`config.mk`:
```
export PLATFORM = sky130hd
export DESIGN_NAME = gat_debug_top
export DESIGN_NICKNAME = d
export VERILOG_FILES = /design/src/rtl/gat_debug_pkg.sv /design/src/rtl/debug_cmd_decode.sv /design/src/rtl/stage_event_tracker.sv /design/src/rtl/sppe_capture.sv /design/src/rtl/debug_readout.sv /design/src/rtl/gat_debug_top.sv
export SDC_FILE = /design/constraint.sdc
export NUM_CORES = 1
export LEC_CHECK = 0
export ABC_AREA = 1
export BUFFER_PORTS_ARGS = -buffer_cell sky130_fd_sc_hd__buf_2
export CAP_MARGIN = 0
export CELL_PAD_IN_SITES_DETAIL_PLACEMENT = 1
export CELL_PAD_IN_SITES_GLOBAL_PLACEMENT = 1
export CORE_UTILIZATION = 41
export CTS_CLUSTER_SIZE = 10
export DETAILED_ROUTE_END_ITERATION = 8
export MAX_ROUTING_LAYER = met4
export PLACE_DENSITY = 0.9
export SETUP_SLACK_MARGIN = 0.5
export SLEW_MARGIN = 20
export SYNTH_ARGS = -nofsm -noshare
export SYNTH_HDL_FRONTEND = slang
export SYNTH_SLANG_ARGS = --single-unit
```
`constraint.sdc`:
```
create_clock -name clk -period 2.2 [get_ports clk]
set_input_delay 0.44 -clock clk [delete_from_list [all_inputs] [get_ports clk]]
set_output_delay 0.44 -clock clk [all_outputs]
set_load 0.01 [all_outputs]
```
`src/rtl/gat_debug_pkg.sv`:
```
`default_nettype none

package gat_debug_pkg;

  localparam int unsigned CMD_W       = 32;
  localparam int unsigned SPPE_LANES  = 16;
  localparam int unsigned SPPE_W      = 12;
  localparam int unsigned WH_ADDR_W   = 14;
  localparam int unsigned FEAT_ADDR_W = 16;
  localparam int unsigned NUM_SLOTS   = 2;
  localparam int unsigned OP_W        = 2;
  localparam int unsigned REG_IDX_W   = 4;
  localparam int unsigned SLOT_W      = 1;
  localparam int unsigned LANE_W      = $clog2(SPPE_LANES);
  localparam int unsigned FLAGS_W     = 10; // Limit, feature enable, eight handshakes

  localparam logic [FEAT_ADDR_W-1:0] FEAT_ADDR_LIMIT = 16'd43328;
  localparam logic [CMD_W-1:0]       NUM_SPARSE_DATA = 32'd12;
  localparam logic [CMD_W-1:0]       DEBUG_ID        = 32'd13042103;

  localparam logic [OP_W-1:0] OP_NOP   = 2'd0;
  localparam logic [OP_W-1:0] OP_READ  = 2'd1;
  localparam logic [OP_W-1:0] OP_CFG   = 2'd2;
  localparam logic [OP_W-1:0] OP_CLEAR = 2'd3;

  localparam logic [REG_IDX_W-1:0] REG_ID         = 4'd0;
  localparam logic [REG_IDX_W-1:0] REG_CFG        = 4'd1;
  localparam logic [REG_IDX_W-1:0] REG_FLAGS      = 4'd2;
  localparam logic [REG_IDX_W-1:0] REG_SM_COUNT   = 4'd3;
  localparam logic [REG_IDX_W-1:0] REG_FEAT_COUNT = 4'd4;
  localparam logic [REG_IDX_W-1:0] REG_CAP0       = 4'd5;
  localparam logic [REG_IDX_W-1:0] REG_CAP1       = 4'd6;
  localparam logic [REG_IDX_W-1:0] REG_CAP_STATUS = 4'd7;

  typedef struct packed {
    logic [OP_W-1:0]                    op;
    logic [CMD_W-OP_W-REG_IDX_W-1:0]    rsvd;
    logic [REG_IDX_W-1:0]               reg_idx;
  } dbg_rd_t;

  typedef struct packed {
    logic [OP_W-1:0]                                   op;
    logic [SLOT_W-1:0]                                 slot;
    logic [LANE_W-1:0]                                 lane;
    logic [CMD_W-OP_W-SLOT_W-LANE_W-WH_ADDR_W-1:0]     rsvd;
    logic [WH_ADDR_W-1:0]                              addr;
  } dbg_cfg_t;

  // Same word seen as a register read or as a slot configuration
  typedef union packed {
    dbg_rd_t  rd;
    dbg_cfg_t cfg;
  } dbg_cmd_u;

  typedef struct packed {
    logic spmm_vld;
    logic spmm_rdy;
    logic dmvm_vld;
    logic dmvm_rdy;
    logic sm_vld;
    logic sm_rdy;
    logic aggr_vld;
    logic aggr_rdy;
  } stage_hs_t;

  typedef struct packed {
    logic                   en;
    logic [FEAT_ADDR_W-1:0] addr;
  } feat_wr_t;

  typedef struct packed {
    logic                 wr;
    logic [SLOT_W-1:0]    slot;
    logic [LANE_W-1:0]    lane;
    logic [WH_ADDR_W-1:0] addr;
  } slot_cfg_t;

  typedef struct packed {
    logic [FLAGS_W-1:0] flags;
    logic [CMD_W-1:0]   sm_count;
    logic [CMD_W-1:0]   feat_count;
  } tracker_obs_t;

  typedef struct packed {
    logic [NUM_SLOTS-1:0][CMD_W-1:0] value;
    logic [NUM_SLOTS-1:0]            valid;
  } capture_obs_t;

endpackage

`default_nettype wire

```
`src/rtl/debug_cmd_decode.sv`:
```
`timescale 1ns/1ps
`default_nettype none

module debug_cmd_decode (
  input  logic                                        cmd_vld_i,
  input  gat_debug_pkg::dbg_cmd_u                     cmd_i,
  output logic                                        read_vld_o,
  output logic [gat_debug_pkg::REG_IDX_W-1:0]         read_sel_o,
  output gat_debug_pkg::slot_cfg_t                    slot_cfg_o,
  output logic                                        clear_o
);
  import gat_debug_pkg::*;

  logic is_read;
  logic is_cfg;
  logic is_clear;

  // The opcode sits in the same bits of both views
  always_comb begin
    is_read  = 1'b0;
    is_cfg   = 1'b0;
    is_clear = 1'b0;
    case (cmd_i.rd.op)
      OP_READ:  is_read  = 1'b1;
      OP_CFG:   is_cfg   = 1'b1;
      OP_CLEAR: is_clear = 1'b1;
      OP_NOP:   ; // Accepted with no effect
      default:  ;
    endcase
  end

  assign read_vld_o = cmd_vld_i && is_read;
  assign read_sel_o = cmd_i.rd.reg_idx;

  assign slot_cfg_o.wr   = cmd_vld_i && is_cfg;
  assign slot_cfg_o.slot = cmd_i.cfg.slot;
  assign slot_cfg_o.lane = cmd_i.cfg.lane;
  assign slot_cfg_o.addr = cmd_i.cfg.addr;

  assign clear_o = cmd_vld_i && is_clear; // Strobe is one cycle, so is the clear

endmodule

`default_nettype wire

```
`src/rtl/stage_event_tracker.sv`:
```
`timescale 1ns/1ps
`default_nettype none

module stage_event_tracker (
  input  logic                        clk,
  input  logic                        rst_n,
  input  logic                        clear_i,
  input  gat_debug_pkg::stage_hs_t    stage_hs_i,
  input  gat_debug_pkg::feat_wr_t     feat_wr_i,
  output gat_debug_pkg::tracker_obs_t obs_o
);
  import gat_debug_pkg::*;

  logic [FLAGS_W-1:0] flags_q;
  logic [FLAGS_W-1:0] flags_set;
  logic               limit_hit;
  logic [CMD_W-1:0]   sm_count_q;
  logic [CMD_W-1:0]   feat_count_q;

  // Only an enabled write can trip the limit
  assign limit_hit = feat_wr_i.en && (feat_wr_i.addr >= FEAT_ADDR_LIMIT);

  // Bit 9 limit, bit 8 feature enable, bits 7..0 handshakes from spmm valid down
  assign flags_set = {limit_hit, feat_wr_i.en, stage_hs_i};

  always_ff @(posedge clk or negedge rst_n) begin
    if (!rst_n) begin
      flags_q <= '0;
    end else if (clear_i) begin
      flags_q <= '0; // Clear wins over a same-cycle event
    end else begin
      flags_q <= flags_q | flags_set;
    end
  end

  always_ff @(posedge clk or negedge rst_n) begin
    if (!rst_n) begin
      sm_count_q <= '0;
    end else if (clear_i) begin
      sm_count_q <= '0;
    end else if (stage_hs_i.sm_vld) begin
      sm_count_q <= sm_count_q + CMD_W'(1); // Wraps at full width
    end
  end

  always_ff @(posedge clk or negedge rst_n) begin
    if (!rst_n) begin
      feat_count_q <= '0;
    end else if (clear_i) begin
      feat_count_q <= '0;
    end else if (feat_wr_i.en) begin
      feat_count_q <= feat_count_q + CMD_W'(1);
    end
  end

  assign obs_o.flags      = flags_q;
  assign obs_o.sm_count   = sm_count_q;
  assign obs_o.feat_count = feat_count_q;

endmodule

`default_nettype wire

```
`src/rtl/sppe_capture.sv`:
```
`timescale 1ns/1ps
`default_nettype none

module sppe_capture (
  input  logic                                     clk,
  input  logic                                     rst_n,
  input  logic                                     clear_i,
  input  gat_debug_pkg::slot_cfg_t                 slot_cfg_i,
  input  logic                                     spmm_rdy_i,
  input  logic [gat_debug_pkg::WH_ADDR_W-1:0]      wh_addr_i,
  input  logic [gat_debug_pkg::SPPE_LANES-1:0][gat_debug_pkg::SPPE_W-1:0] sppe_i,
  output gat_debug_pkg::capture_obs_t              obs_o
);
  import gat_debug_pkg::*;

  for (genvar s = 0; s < NUM_SLOTS; s++) begin : g_slot
    logic                 cfg_hit;
    logic                 match;
    logic [WH_ADDR_W-1:0] addr_q;
    logic [LANE_W-1:0]    lane_q;
    logic [CMD_W-1:0]     value_q;
    logic                 valid_q;

    assign cfg_hit = slot_cfg_i.wr && (slot_cfg_i.slot == SLOT_W'(s));
    assign match   = spmm_rdy_i && (wh_addr_i == addr_q);

    // Configuration survives a clear
    always_ff @(posedge clk or negedge rst_n) begin
      if (!rst_n) begin
        addr_q <= '0;
        lane_q <= '0;
      end else if (cfg_hit) begin
        addr_q <= slot_cfg_i.addr;
        lane_q <= slot_cfg_i.lane;
      end
    end

    always_ff @(posedge clk or negedge rst_n) begin
      if (!rst_n) begin
        value_q <= '0;
        valid_q <= 1'b0;
      end else if (clear_i) begin
        value_q <= '0;
        valid_q <= 1'b0;
      end else if (cfg_hit) begin
        valid_q <= 1'b0; // New address, old capture no longer belongs to it
      end else if (match) begin
        value_q <= CMD_W'(sppe_i[lane_q]); // Latest match overwrites
        valid_q <= 1'b1;
      end
    end

    assign obs_o.value[s] = value_q;
    assign obs_o.valid[s] = valid_q;
  end

endmodule

`default_nettype wire

```
`src/rtl/debug_readout.sv`:
```
`timescale 1ns/1ps
`default_nettype none

module debug_readout (
  input  logic                                clk,
  input  logic                                rst_n,
  input  logic                                read_vld_i,
  input  logic [gat_debug_pkg::REG_IDX_W-1:0] read_sel_i,
  input  gat_debug_pkg::tracker_obs_t         tracker_obs_i,
  input  gat_debug_pkg::capture_obs_t         capture_obs_i,
  output logic                                rsp_vld_o,
  output logic [gat_debug_pkg::CMD_W-1:0]     rsp_data_o
);
  import gat_debug_pkg::*;

  logic [CMD_W-1:0] rsp_word;
  logic             rsp_vld_q;
  logic [CMD_W-1:0] rsp_data_q;

  always_comb begin
    case (read_sel_i)
      REG_ID:         rsp_word = DEBUG_ID;
      REG_CFG:        rsp_word = NUM_SPARSE_DATA;
      REG_FLAGS:      rsp_word = CMD_W'(tracker_obs_i.flags);
      REG_SM_COUNT:   rsp_word = tracker_obs_i.sm_count;
      REG_FEAT_COUNT: rsp_word = tracker_obs_i.feat_count;
      REG_CAP0:       rsp_word = capture_obs_i.value[0];
      REG_CAP1:       rsp_word = capture_obs_i.value[1];
      REG_CAP_STATUS: rsp_word = CMD_W'(capture_obs_i.valid);
      default:        rsp_word = '0;
    endcase
  end

  always_ff @(posedge clk or negedge rst_n) begin
    if (!rst_n) begin
      rsp_vld_q <= 1'b0;
    end else begin
      rsp_vld_q <= read_vld_i;
    end
  end

  always_ff @(posedge clk or negedge rst_n) begin
    if (!rst_n) begin
      rsp_data_q <= '0;
    end else if (read_vld_i) begin
      rsp_data_q <= rsp_word;
    end
  end

  assign rsp_vld_o  = rsp_vld_q;
  assign rsp_data_o = rsp_data_q;

endmodule

`default_nettype wire

```
`src/rtl/gat_debug_top.sv`:
```
`timescale 1ns/1ps
`default_nettype none

module gat_debug_top (
  input  logic                                  clk,
  input  logic                                  rst_n,
  input  logic                                  cmd_vld_i,
  input  gat_debug_pkg::dbg_cmd_u               cmd_i,
  input  gat_debug_pkg::stage_hs_t              stage_hs_i,
  input  gat_debug_pkg::feat_wr_t               feat_wr_i,
  input  logic [gat_debug_pkg::WH_ADDR_W-1:0]   wh_addr_i,
  input  logic [gat_debug_pkg::SPPE_LANES-1:0][gat_debug_pkg::SPPE_W-1:0] sppe_i,
  output logic                                  rsp_vld_o,
  output logic [gat_debug_pkg::CMD_W-1:0]       rsp_data_o
);
  import gat_debug_pkg::*;

  logic                 read_vld;
  logic [REG_IDX_W-1:0] read_sel;
  slot_cfg_t            slot_cfg;
  logic                 clear;
  tracker_obs_t         tracker_obs;
  capture_obs_t         capture_obs;

  debug_cmd_decode i_debug_cmd_decode (
    .cmd_vld_i  (cmd_vld_i),
    .cmd_i      (cmd_i),
    .read_vld_o (read_vld),
    .read_sel_o (read_sel),
    .slot_cfg_o (slot_cfg),
    .clear_o    (clear)
  );

  stage_event_tracker i_stage_event_tracker (
    .clk        (clk),
    .rst_n      (rst_n),
    .clear_i    (clear),
    .stage_hs_i (stage_hs_i),
    .feat_wr_i  (feat_wr_i),
    .obs_o      (tracker_obs)
  );

  // Captures are taken only while spmm accepts data
  sppe_capture i_sppe_capture (
    .clk        (clk),
    .rst_n      (rst_n),
    .clear_i    (clear),
    .slot_cfg_i (slot_cfg),
    .spmm_rdy_i (stage_hs_i.spmm_rdy),
    .wh_addr_i  (wh_addr_i),
    .sppe_i     (sppe_i),
    .obs_o      (capture_obs)
  );

  debug_readout i_debug_readout (
    .clk           (clk),
    .rst_n         (rst_n),
    .read_vld_i    (read_vld),
    .read_sel_i    (read_sel),
    .tracker_obs_i (tracker_obs),
    .capture_obs_i (capture_obs),
    .rsp_vld_o     (rsp_vld_o),
    .rsp_data_o    (rsp_data_o)
  );

endmodule

`default_nettype wire

```
==> results of run 1 <==
[stage by stage]
| step | instances | setup WS, ps |
|---|---|---|
| final | 2715 | 429 |
| after global routing | 2715 | 390 |
| after CTS | 2685 | 507 |
| after detailed placement | 2635 | 224 |
| after global placement | 2635 | 308 |
| after floorplan | 2033 | 766 |
[worst reg2reg max path: stages (launching register included)]
cell	delay, ps
sky130_fd_sc_hd__dfrtp_4	500
sky130_fd_sc_hd__buf_12	170
sky130_fd_sc_hd__clkbuf_16	170
sky130_fd_sc_hd__o211ai_1	220
sky130_fd_sc_hd__nand3_1	180
sky130_fd_sc_hd__nand3_2	180
sky130_fd_sc_hd__nand2_1	100
sky130_fd_sc_hd__nand2_1	90
sky130_fd_sc_hd__nand2_1	50
[registers in the layout (all words and copies together), names as in the netlist]
name	cells
i_stage_event_tracker.sm_count_q	32
i_sppe_capture.g_slot.value_q	24
i_stage_event_tracker.feat_count_q	32
i_sppe_capture.g_slot.addr_q	28
i_debug_readout.rsp_vld_o	1
i_sppe_capture.g_slot.valid_q	2
i_sppe_capture.g_slot.lane_q	8
i_stage_event_tracker.flags_q	10
i_debug_readout.rsp_data_o	32
[cells in the mapped netlist (all sizes together)]
cell,number,area share
buf,78,0.030
a21boi,1,0.00059
or2,1,0.00049
a31oi,3,0.0015
nor4,2,0.00098
o221ai,1,0.00068
nor3b,2,0.0012
nor2,149,0.050
o21ai,153,0.060
o21a,2,0.0012
nor3,23,0.013
clkbuf,33,0.0097
a211oi,3,0.0018
o22ai,16,0.0078
dfrtp,169,0.33
a32o,1,0.00078
nand3b,2,0.0012
inv,280,0.082
and2,1,0.00049
a21oi,105,0.041
ha,2,0.0020
a22o,2,0.0014
nand4,12,0.0059
nand2,658,0.19
o31ai,1,0.00059
nand3,191,0.076
o211ai,139,0.081
xnor2,3,0.0021
[power by group through the flow]
stage	clock network [W]	registers (W)	logic (W)
2_1_floorplan	0	0.00358	0.00227
3_3_place_gp	0	0.00369	0.00343
3_5_place_dp	0	0.00371	0.00354
4_1_cts	0.00296	0.00362	0.00381
5_1_grt	0.00310	0.00364	0.00476
6_report	0.00297	0.00362	0.00445
[kinds of logic after synthesis]
kind of cell / count (synthesis)
and+or+nand+nor: 1041
xor gates and xnor gates: 3
AOI/OAI and AO/OA: 427
buffers and inverters: 391
DFF: 169
adders and majority gates: 2
[how the worst max path moves through the flow]
stage	to
6_report	i_sppe_capture.g_slot[1].value_q[4]
5_1_grt	i_sppe_capture.g_slot[0].value_q[2]
4_1_cts	i_sppe_capture.g_slot[0].value_q[7]
3_5_place_dp	i_sppe_capture.g_slot[1].value_q[8]
3_3_place_gp	i_sppe_capture.g_slot[1].value_q[10]
2_1_floorplan	i_stage_event_tracker.sm_count_q[12]
[cell type report]
class                   count  area [µm²]  area share
multi-input cells        1473        7290       0.452
flip-flops and latches    169        4250       0.263
repair buffers            357        2440       0.152
inverters                 280        1060      0.0656
well taps                 396         495      0.0307
clock buffers              19         453      0.0281
clock inverters            13         108     0.00668
diodes                      7        17.5     0.00109
repair inverters            1        7.51    0.000466
[layer usage]
metal / part of all wire / wire (µm) / vias to the layer above
met2: 0.48 / 28800 / 866
met3: 0.078 / 4680 / 236
li1: - / - / 7162
met1: 0.39 / 23300 / 7652
met4: 0.059 / 3570 / 0
met5: 0 / 0 / -
[repair_timing]
item / 4_1_cts / 5_1_grt
endpoints found under the hold margin: 43 / 0
gates cloned: 2 / 9
setup endpoints to repair: 32 / 43
hold buffers: 1 / 0
gates resized for setup: 15 / 82
setup buffers: 15 / 14
pin swaps: 2 / 45
[layout by cell type (no fill, tap or decap), types with 25 or more instances in the layout]
cell / synthesis / layout
sky130_fd_sc_hd__inv_1: 262 / 261
sky130_fd_sc_hd__o211ai_1: 139 / 139
sky130_fd_sc_hd__buf_2: 59 / 280
sky130_fd_sc_hd__dfrtp_1: 169 / 160
sky130_fd_sc_hd__clkbuf_16: 0 / 25
sky130_fd_sc_hd__nand3_1: 187 / 168
sky130_fd_sc_hd__o21ai_0: 142 / 134
sky130_fd_sc_hd__buf_4: 6 / 40
sky130_fd_sc_hd__nor2_1: 130 / 121
sky130_fd_sc_hd__nand2_1: 649 / 638
sky130_fd_sc_hd__a21oi_1: 104 / 98
==> summary.txt, run 1 <==
initial antenna violation count = 7
combinational power share = 0.403
unrepaired setup endpoints after global routing = yes
vias in the first global route = 16,100
total power of the final layout = 0.0110 W
total standard cell area after synthesis = 12,800 µm²
layout net count = 2,567
routed wire length = 60,300 µm
path category of the worst min-delay check = in -> reg
Clk Tree Root Cell = sky130_fd_sc_hd__clkbuf_16
peak fanout along the critical path = 12
Worst setup EP type = flop
most frequent cell on the critical path = sky130_fd_sc_hd__nand2_1
worst clock skew = 14.6 ps
GRT met2 Usage = 0.606
syn_area_per_cell = 6.30 µm²
area growth from synthesis to layout = 25.8%
core occupancy in the finished layout = 0.525
total negative setup slack = 0 ps
measured slew at the worst slew-check pin = 685 ps
Syn. warnings = 0
H-Tree Depth = 4
Ports = 299
shortest period the worst path allows = 1770 ps
data required time at the worst endpoint = 2540 ps
Simple-Gate Fraction of Synth Area = 0.344
CP Depth = 8
most heavily used metal layer in global routing = met2
Switching Fraction = 0.408
number of setup violations in the final report = 0
internal power summed over all cells = 0.00653 W
area of the core = 30,700 µm²
post-detailed-placement half-perimeter wirelength = 41,300 µm
number of DRC violations after detailed-routing iteration 0 = 1,466
clock share of power = 0.269
data arrival time of the worst path = 2110 ps
global-route congestion overflow total = 0
Cell Pwr Density = 685 nW/µm²
Net Switching = 0.00450 W
Hold Path Cell Cnt = 3
clock network latency to the later pin of the worst-skew pair = 450 ps
Max stage delay on crit path = 500 ps
final hold violations = 0
Port Buffers = 281
run status = complete, no violations
number of standard cells after synthesis = 2,033
Crit path max-delay family = simple AND/OR/NAND/NOR gates
max-slew headroom at the worst pin = 0.543
fillcell total = 4,165
Max VDD drop = 0.000571 V
Reg2Reg Capture Point = i_sppe_capture.g_slot[1].value_q[4]
sequential area share after synthesis = 0.330
WHS = 196 ps
classification of the worst setup path = reg -> reg
post-detailed-placement cell area = 14,600 µm²
gr usage total = 0.366
detailed-route via count = 15,900
TritonCTS clock tree = done
Leakage Power = 8.16 nW
Die Area = 31,900 µm²
Max Buffers Root-to-Sink = 2
Hold Crit Start = stage_hs_i[2]
first-pass GRT wire length = 86,900 µm
clock sink count = 169
R2R depth = 8
routed wire length per instance = 22.2 µm
achievable clock frequency = 0.565 GHz
Bufs and invs on worst path = 2
total of flip-flops plus latches after synthesis = 169
gp weighted congestion = 0.955
post-route ant nets = 0
Critical Path Start = i_sppe_capture.g_slot[1].lane_q[0]
row count = 64
adder-cell share of the synthesized area = 0.00195
worst flop-to-flop path startpoint = i_sppe_capture.g_slot[1].lane_q[0]
synthesized net count = 2,301
mux cell area share after synthesis = 0
part of the total power dissipated in sequential elements = 0.328
proportion of layout cells with a drive suffix above 1 = 0.221
number of buffers inserted during clock tree synthesis = 17
type of origin of the critical path = flop
horizontal die dimension = 179 µm
largest net degree at the start of global routing = 58
critical-path cell with the highest stage delay = sky130_fd_sc_hd__dfrtp_4
number of max-slew violations in the final report = 0
post-detailed-route DRC marker count = 0
met1 Use GR = 0.431
overall die height = 179 µm
main combinational cell family by area after synthesis = simple AND/OR/NAND/NOR gates
sink of the worst hold path = i_stage_event_tracker.flags_q[2]
Yosys cell types = 43
register-to-register path setup slack = 430 ps
Worst-path clk slew = 70 ps
complex-gate fraction of the synthesized area = 0.199
ratio of routed vias to standard cells = 5.86
# Max-Cap Violations = 0
worst-path cell chain = buf_12 -> clkbuf_16 -> o211ai_1 -> nand3_1 -> nand3_2 -> nand2_1 -> nand2_1 -> nand2_1
final cycle utilization of the critical path = 0.805
initial core utilization = 0.418
post-route cell area = 16,100 µm²
met3 usage = 0.0581
number of detailed-routing iterations run before antenna repair = 7
XOR/XNOR Fraction of Synth Area = 0.00205
No activity file was read; power rests on OpenSTA's default activity.
==> inputs of run 2 (changes only) <==
--- a/config.mk
+++ b/config.mk
@@ -5,16 +5,16 @@
 export SDC_FILE = /design/constraint.sdc
 export NUM_CORES = 1
 export LEC_CHECK = 0
-export ABC_AREA = 1
+export ABC_AREA = 0
 export BUFFER_PORTS_ARGS = -buffer_cell sky130_fd_sc_hd__buf_2
 export CAP_MARGIN = 0
 export CELL_PAD_IN_SITES_DETAIL_PLACEMENT = 1
 export CELL_PAD_IN_SITES_GLOBAL_PLACEMENT = 1
-export CORE_UTILIZATION = 41
+export CORE_UTILIZATION = 42
 export CTS_CLUSTER_SIZE = 10
 export DETAILED_ROUTE_END_ITERATION = 8
 export MAX_ROUTING_LAYER = met4
-export PLACE_DENSITY = 0.9
+export PLACE_DENSITY = 0.84
 export SETUP_SLACK_MARGIN = 0.5
 export SLEW_MARGIN = 20
 export SYNTH_ARGS = -nofsm -noshare
==> constraint.sdc (replaced) <==
create_clock -name clk -period 1.8 [get_ports clk]
set_input_delay 0.36 -clock clk [delete_from_list [all_inputs] [get_ports clk]]
set_output_delay 0.36 -clock clk [all_outputs]
set_load 0.01 [all_outputs]
==> run 2 against run 1 <==
The run now fails in 5_1_grt. Synthesized area shrank 11%. Synthesized cell count shrank 51%.
==> summary.txt, run 2 <==
run status = stopped before the end
stage at which the run stopped = 5_1_grt
tool error = [ERROR GRT-0232] Routing congestion too high. Check the congestion heatmap in the GUI.
gp weighted congestion = 0.903
initial antenna violation count = 30
most instantiated flip-flop cell in the synthesis netlist = sky130_fd_sc_hd__dfrtp_1
synthesized net count = 1,261
Yosys cell types = 57
number of standard cells after synthesis = 993
post-detailed-placement half-perimeter wirelength = 32,300 µm
pre-CTS WS = -302 ps
Synth top area share = 0.371
GRT worst endpoint = i_sppe_capture.g_slot[1].value_q[7]$_DFFE_PN0P_/D
list of most frequent post-synthesis cells = sky130_fd_sc_hd__dfrtp_1, sky130_fd_sc_hd__nor2_1, sky130_fd_sc_hd__mux4_2
Ports = 299
Clk Tree Root Cell = sky130_fd_sc_hd__clkbuf_16
main combinational cell family by area after synthesis = multiplexers
syn_area_per_cell = 11.5 µm²
Syn. warnings = 0
total standard cell area after synthesis = 11,400 µm²
sequential area share after synthesis = 0.371
clock sink count = 169
overall die height = 167 µm
adder-cell share of the synthesized area = 0.00220
cell taking the most area after synthesis = sky130_fd_sc_hd__dfrtp_1
Post-synth ARST share = 1.00
XOR/XNOR Fraction of Synth Area = 0.0646
Max Buffers Root-to-Sink = 2
mux cell area share after synthesis = 0.269
Simple-Gate Fraction of Synth Area = 0.143
H-Tree Depth = 4
horizontal die dimension = 167 µm
total of flip-flops plus latches after synthesis = 169
global-route congestion overflow total = 10
initial core utilization = 0.432
number of synthesized flops with an enable pin = 0
classification of the worst endpoint = sequential cell input
complex-gate fraction of the synthesized area = 0.107
number of buffers inserted during clock tree synthesis = 17
gr usage total = 0.776
Port Buffers = 281
largest cells by area after synthesis = sky130_fd_sc_hd__dfrtp_1, sky130_fd_sc_hd__mux4_2, sky130_fd_sc_hd__mux4_1, sky130_fd_sc_hd__mux2_2, sky130_fd_sc_hd__xnor2_1
most frequently used cell type in the post-synthesis netlist = sky130_fd_sc_hd__dfrtp_1
largest net degree at the start of global routing = 71
row count = 59
run 2: cell families after synthesis:
family / after synthesis
mux: 169
flops: 169
buf+inv: 86
compound gates: 180
fa+ha+maj: 2
xor+xnor: 84
simple gates: 303
run 2: metal layers:
| metal | GRT overflow | GRT usage |
|---|---|---|
| met1 | 0 | 0.745 |
| met2 | 1 | 0.898 |
| met3 | 2 | 0.677 |
| met4 | 7 | 0.753 |
| met5 | - | - |
run 2: timing repair:
| item | in CTS |
|---|---|
| buffers inserted | 75 |
| hold endpoints to repair | 18 |
| hold buffers | 1 |
| pin swaps | 83 |
| gates resized for setup | 188 |
| setup endpoints to repair | 121 |
| gates cloned | 5 |
run 2: stage by stage:
| step | cell area, µm² | TNS (ps) | cells |
|---|---|---|---|
| 3_3_place_gp | 14100 | -4150 | 1642 |
| 4_1_cts | 16100 | -4070 | 1755 |
| 3_5_place_dp | 14100 | -5180 | 1642 |
| 2_1_floorplan | 11800 | 0 | 993 |
==> inputs of run 3 (changes only) <==
--- a/config.mk
+++ b/config.mk
@@ -8,14 +8,9 @@
 export ABC_AREA = 0
 export BUFFER_PORTS_ARGS = -buffer_cell sky130_fd_sc_hd__buf_2
 export CAP_MARGIN = 0
-export CELL_PAD_IN_SITES_DETAIL_PLACEMENT = 1
-export CELL_PAD_IN_SITES_GLOBAL_PLACEMENT = 1
-export CORE_UTILIZATION = 42
-export CTS_CLUSTER_SIZE = 10
+export CORE_UTILIZATION = 40
 export DETAILED_ROUTE_END_ITERATION = 8
-export MAX_ROUTING_LAYER = met4
-export PLACE_DENSITY = 0.84
-export SETUP_SLACK_MARGIN = 0.5
+export PLACE_DENSITY_LB_ADDON = 0.15
 export SLEW_MARGIN = 20
 export SYNTH_ARGS = -nofsm -noshare
 export SYNTH_HDL_FRONTEND = slang
==> run 3 against run 2 <==
The flow now finishes, with violations (setup timing). Synthesized cell count stayed put. Synthesized area stayed put.
==> summary.txt, run 3 <==
run status = complete, but fails checks
failing checks = setup timing
unrepaired setup endpoints after global routing = yes
Synth top area share = 0.371
Max Buffers Root-to-Sink = 2
number of max-slew violations in the final report = 0
total negative setup slack = -3660 ps
area of the core = 27,900 µm²
initial antenna violation count = 10
worst clock skew = 17.4 ps
TritonCTS clock tree = done
sink of the worst hold path = i_stage_event_tracker.flags_q[4]
pre-CTS WS = -410 ps
number of buffers inserted during clock tree synthesis = 17
final hold violations = 0
layout net count = 1,643
H-Tree Depth = 4
routed wire length = 35,400 µm
row count = 61
Max VDD drop = 0.000521 V
global-route congestion overflow total = 0
Post-synth ARST share = 1.00
largest cells by area after synthesis = sky130_fd_sc_hd__dfrtp_1, sky130_fd_sc_hd__mux4_2, sky130_fd_sc_hd__mux4_1, sky130_fd_sc_hd__mux2_2, sky130_fd_sc_hd__xnor2_1
number of setup violations in the final report = 24
Worst-path clk slew = 70 ps
achievable clock frequency = 0.496 GHz
path category of the worst min-delay check = in -> reg
leading cell types in the layout, fill and taps excluded = sky130_fd_sc_hd__buf_2, sky130_fd_sc_hd__dfrtp_1, sky130_fd_sc_hd__buf_4, sky130_fd_sc_hd__nor2_1, sky130_fd_sc_hd__mux4_2
first-pass GRT wire length = 54,700 µm
final cycle utilization of the critical path = 1.12
crit path setup slack, layout = -215 ps
gr usage total = 0.248
Port Buffers = 281
number of detailed-routing iterations run before antenna repair = 6
initial core utilization = 0.408
Yosys cell types = 57
mux cell area share after synthesis = 0.269
Hold Path Cell Cnt = 3
sequential area share after synthesis = 0.371
most frequently used cell type in the post-synthesis netlist = sky130_fd_sc_hd__dfrtp_1
R2R depth = 7
cell taking the most area after synthesis = sky130_fd_sc_hd__dfrtp_1
Hold Crit Start = stage_hs_i[4]
number of DRC violations after detailed-routing iteration 0 = 645
adder-cell share of the synthesized area = 0.00220
ratio of routed vias to standard cells = 5.57
classification of the worst setup path = reg -> reg
post-route cell area = 15,300 µm²
max-slew headroom at the worst pin = 0.322
post-detailed-placement half-perimeter wirelength = 27,300 µm
syn_area_per_cell = 11.5 µm²
gp weighted congestion = 0.878
horizontal die dimension = 171 µm
routed wire length per instance = 20.0 µm
Die Area = 29,200 µm²
post-route ant nets = 0
area growth from synthesis to layout = 34.7%
post-detailed-placement cell area = 14,100 µm²
core occupancy in the finished layout = 0.549
measured slew at the worst slew-check pin = 1020 ps
proportion of layout cells with a drive suffix above 1 = 0.478
number of standard cells after synthesis = 993
critical-path cell with the highest stage delay = sky130_fd_sc_hd__mux4_2
Clk Tree Root Cell = sky130_fd_sc_hd__clkbuf_16
overall die height = 171 µm
peak fanout along the critical path = 7
Ports = 299
Leakage Power = 6.83 nW
total power of the final layout = 0.0136 W
data arrival time of the worst path = 2340 ps
register-to-register path setup slack = -210 ps
total of flip-flops plus latches after synthesis = 169
Reg2Reg Capture Point = i_sppe_capture.g_slot[1].value_q[7]
worst flop-to-flop path startpoint = i_sppe_capture.g_slot[1].lane_q[0]
Max stage delay on crit path = 540 ps
clock sink count = 169
worst-path cell chain = clkbuf_16 -> mux4_2 -> nor2b_1 -> a211oi_1 -> buf_4 -> a21oi_2 -> a22o_1
type of origin of the critical path = flop
Syn. warnings = 0
XOR/XNOR Fraction of Synth Area = 0.0646
main combinational cell family by area after synthesis = multiplexers
Simple-Gate Fraction of Synth Area = 0.143
synthesized net count = 1,261
most common cell after layout, fill and taps aside = sky130_fd_sc_hd__buf_2
# Max-Cap Violations = 0
clock network latency to the later pin of the worst-skew pair = 430 ps
Worst setup EP type = flop
largest net degree at the start of global routing = 44
list of most frequent post-synthesis cells = sky130_fd_sc_hd__dfrtp_1, sky130_fd_sc_hd__nor2_1, sky130_fd_sc_hd__mux4_2
complex-gate fraction of the synthesized area = 0.107
number of synthesized flops with an enable pin = 0
data required time at the worst endpoint = 2120 ps
detailed-route via count = 9,880
Cell Pwr Density = 889 nW/µm²
most instantiated flip-flop cell in the synthesis netlist = sky130_fd_sc_hd__dfrtp_1
vias in the first global route = 9,831
shortest period the worst path allows = 2010 ps
total standard cell area after synthesis = 11,400 µm²
post-detailed-route DRC marker count = 0
[run 3: cell counts after synthesis]
Identical to the previous run, type by type.
[run 3: stage by stage]
step	hold WS, ps	cells
after CTS	138	1752
after detailed placement	275	1708
after floorplan	64.4	993
after global placement	276	1708
final	147	1774
after global routing	149	1773
[run 3: how the worst max path moves through the flow]
stage	from	to	slack, ps	cells past startpoint
final	i_sppe_capture.g_slot[1].lane_q[0]	i_sppe_capture.g_slot[1].value_q[7]	-210	7
after detailed placement	i_sppe_capture.g_slot[0].lane_q[0]	i_sppe_capture.g_slot[0].value_q[9]	-410	7
after global placement	i_sppe_capture.g_slot[0].lane_q[0]	i_sppe_capture.g_slot[0].value_q[9]	-430	7
after floorplan	cmd_i[0]	i_debug_readout.rsp_data_o[9]	20	8
after global routing	i_sppe_capture.g_slot[1].lane_q[0]	i_sppe_capture.g_slot[1].value_q[8]	-290	7
after CTS	i_sppe_capture.g_slot[1].lane_q[0]	i_sppe_capture.g_slot[1].value_q[2]	-240	7
[run 3: layout make-up]
class	instances	area [µm²]
repair buffers	440	3020
inverters	9	33.8
well taps	378	473
diodes	8	20.0
multi-input cells	738	6950
flip-flops and latches	169	4230
clock buffers	18	439
clock inverters	14	170
fillers	2508	12600
[run 3: kinds of logic (layout without fill, tap and decap cells)]
group	count (synthesis)	after routing
muxes	169	169
AOI/OAI and AO/OA	180	180
buffers and inverters	86	481
xor gates and xnor gates	84	84
other	0	8
DFF	169	169
adders and majority gates	2	2
and+or+nand+nor	303	303
[run 3: repair_timing]
item,CTS,global route
resized for setup,31,74
hold buffers,1,0
hold endpoints to repair,27,0
endpoints found under the setup margin,24,26
gates cloned,1,2
pin swaps,13,38
buffers inserted,11,17
[run 3: critical path, delay by kind of cell, from the launching register on]
kind	cells	cell delay (ps)
compound gates	3	380
flops	1	460
simple gates	1	150
mux	1	540
buf+inv	2	370
[run 3: layer usage]
metal / vias up / wire, µm / share of wire / GRT usage
met3: 50 / 2120 / 0.060 / 0.0497
met1: 4916 / 16200 / 0.46 / 0.347
met2: 349 / 16300 / 0.46 / 0.387
met4: 4 / 771 / 0.022 / 0.0768
met5: - / 20 / 0.00056 / 0
li1: 4561 / - / - / -
[run 3: power by group]
group	total [W]	internal (W)	leakage [nW]	switching, W
logic	0.00537	0.00297	4.30	0.00239
registers	0.00442	0.00412	2.23	0.000304
clock network	0.00385	0.00214	0.300	0.00171
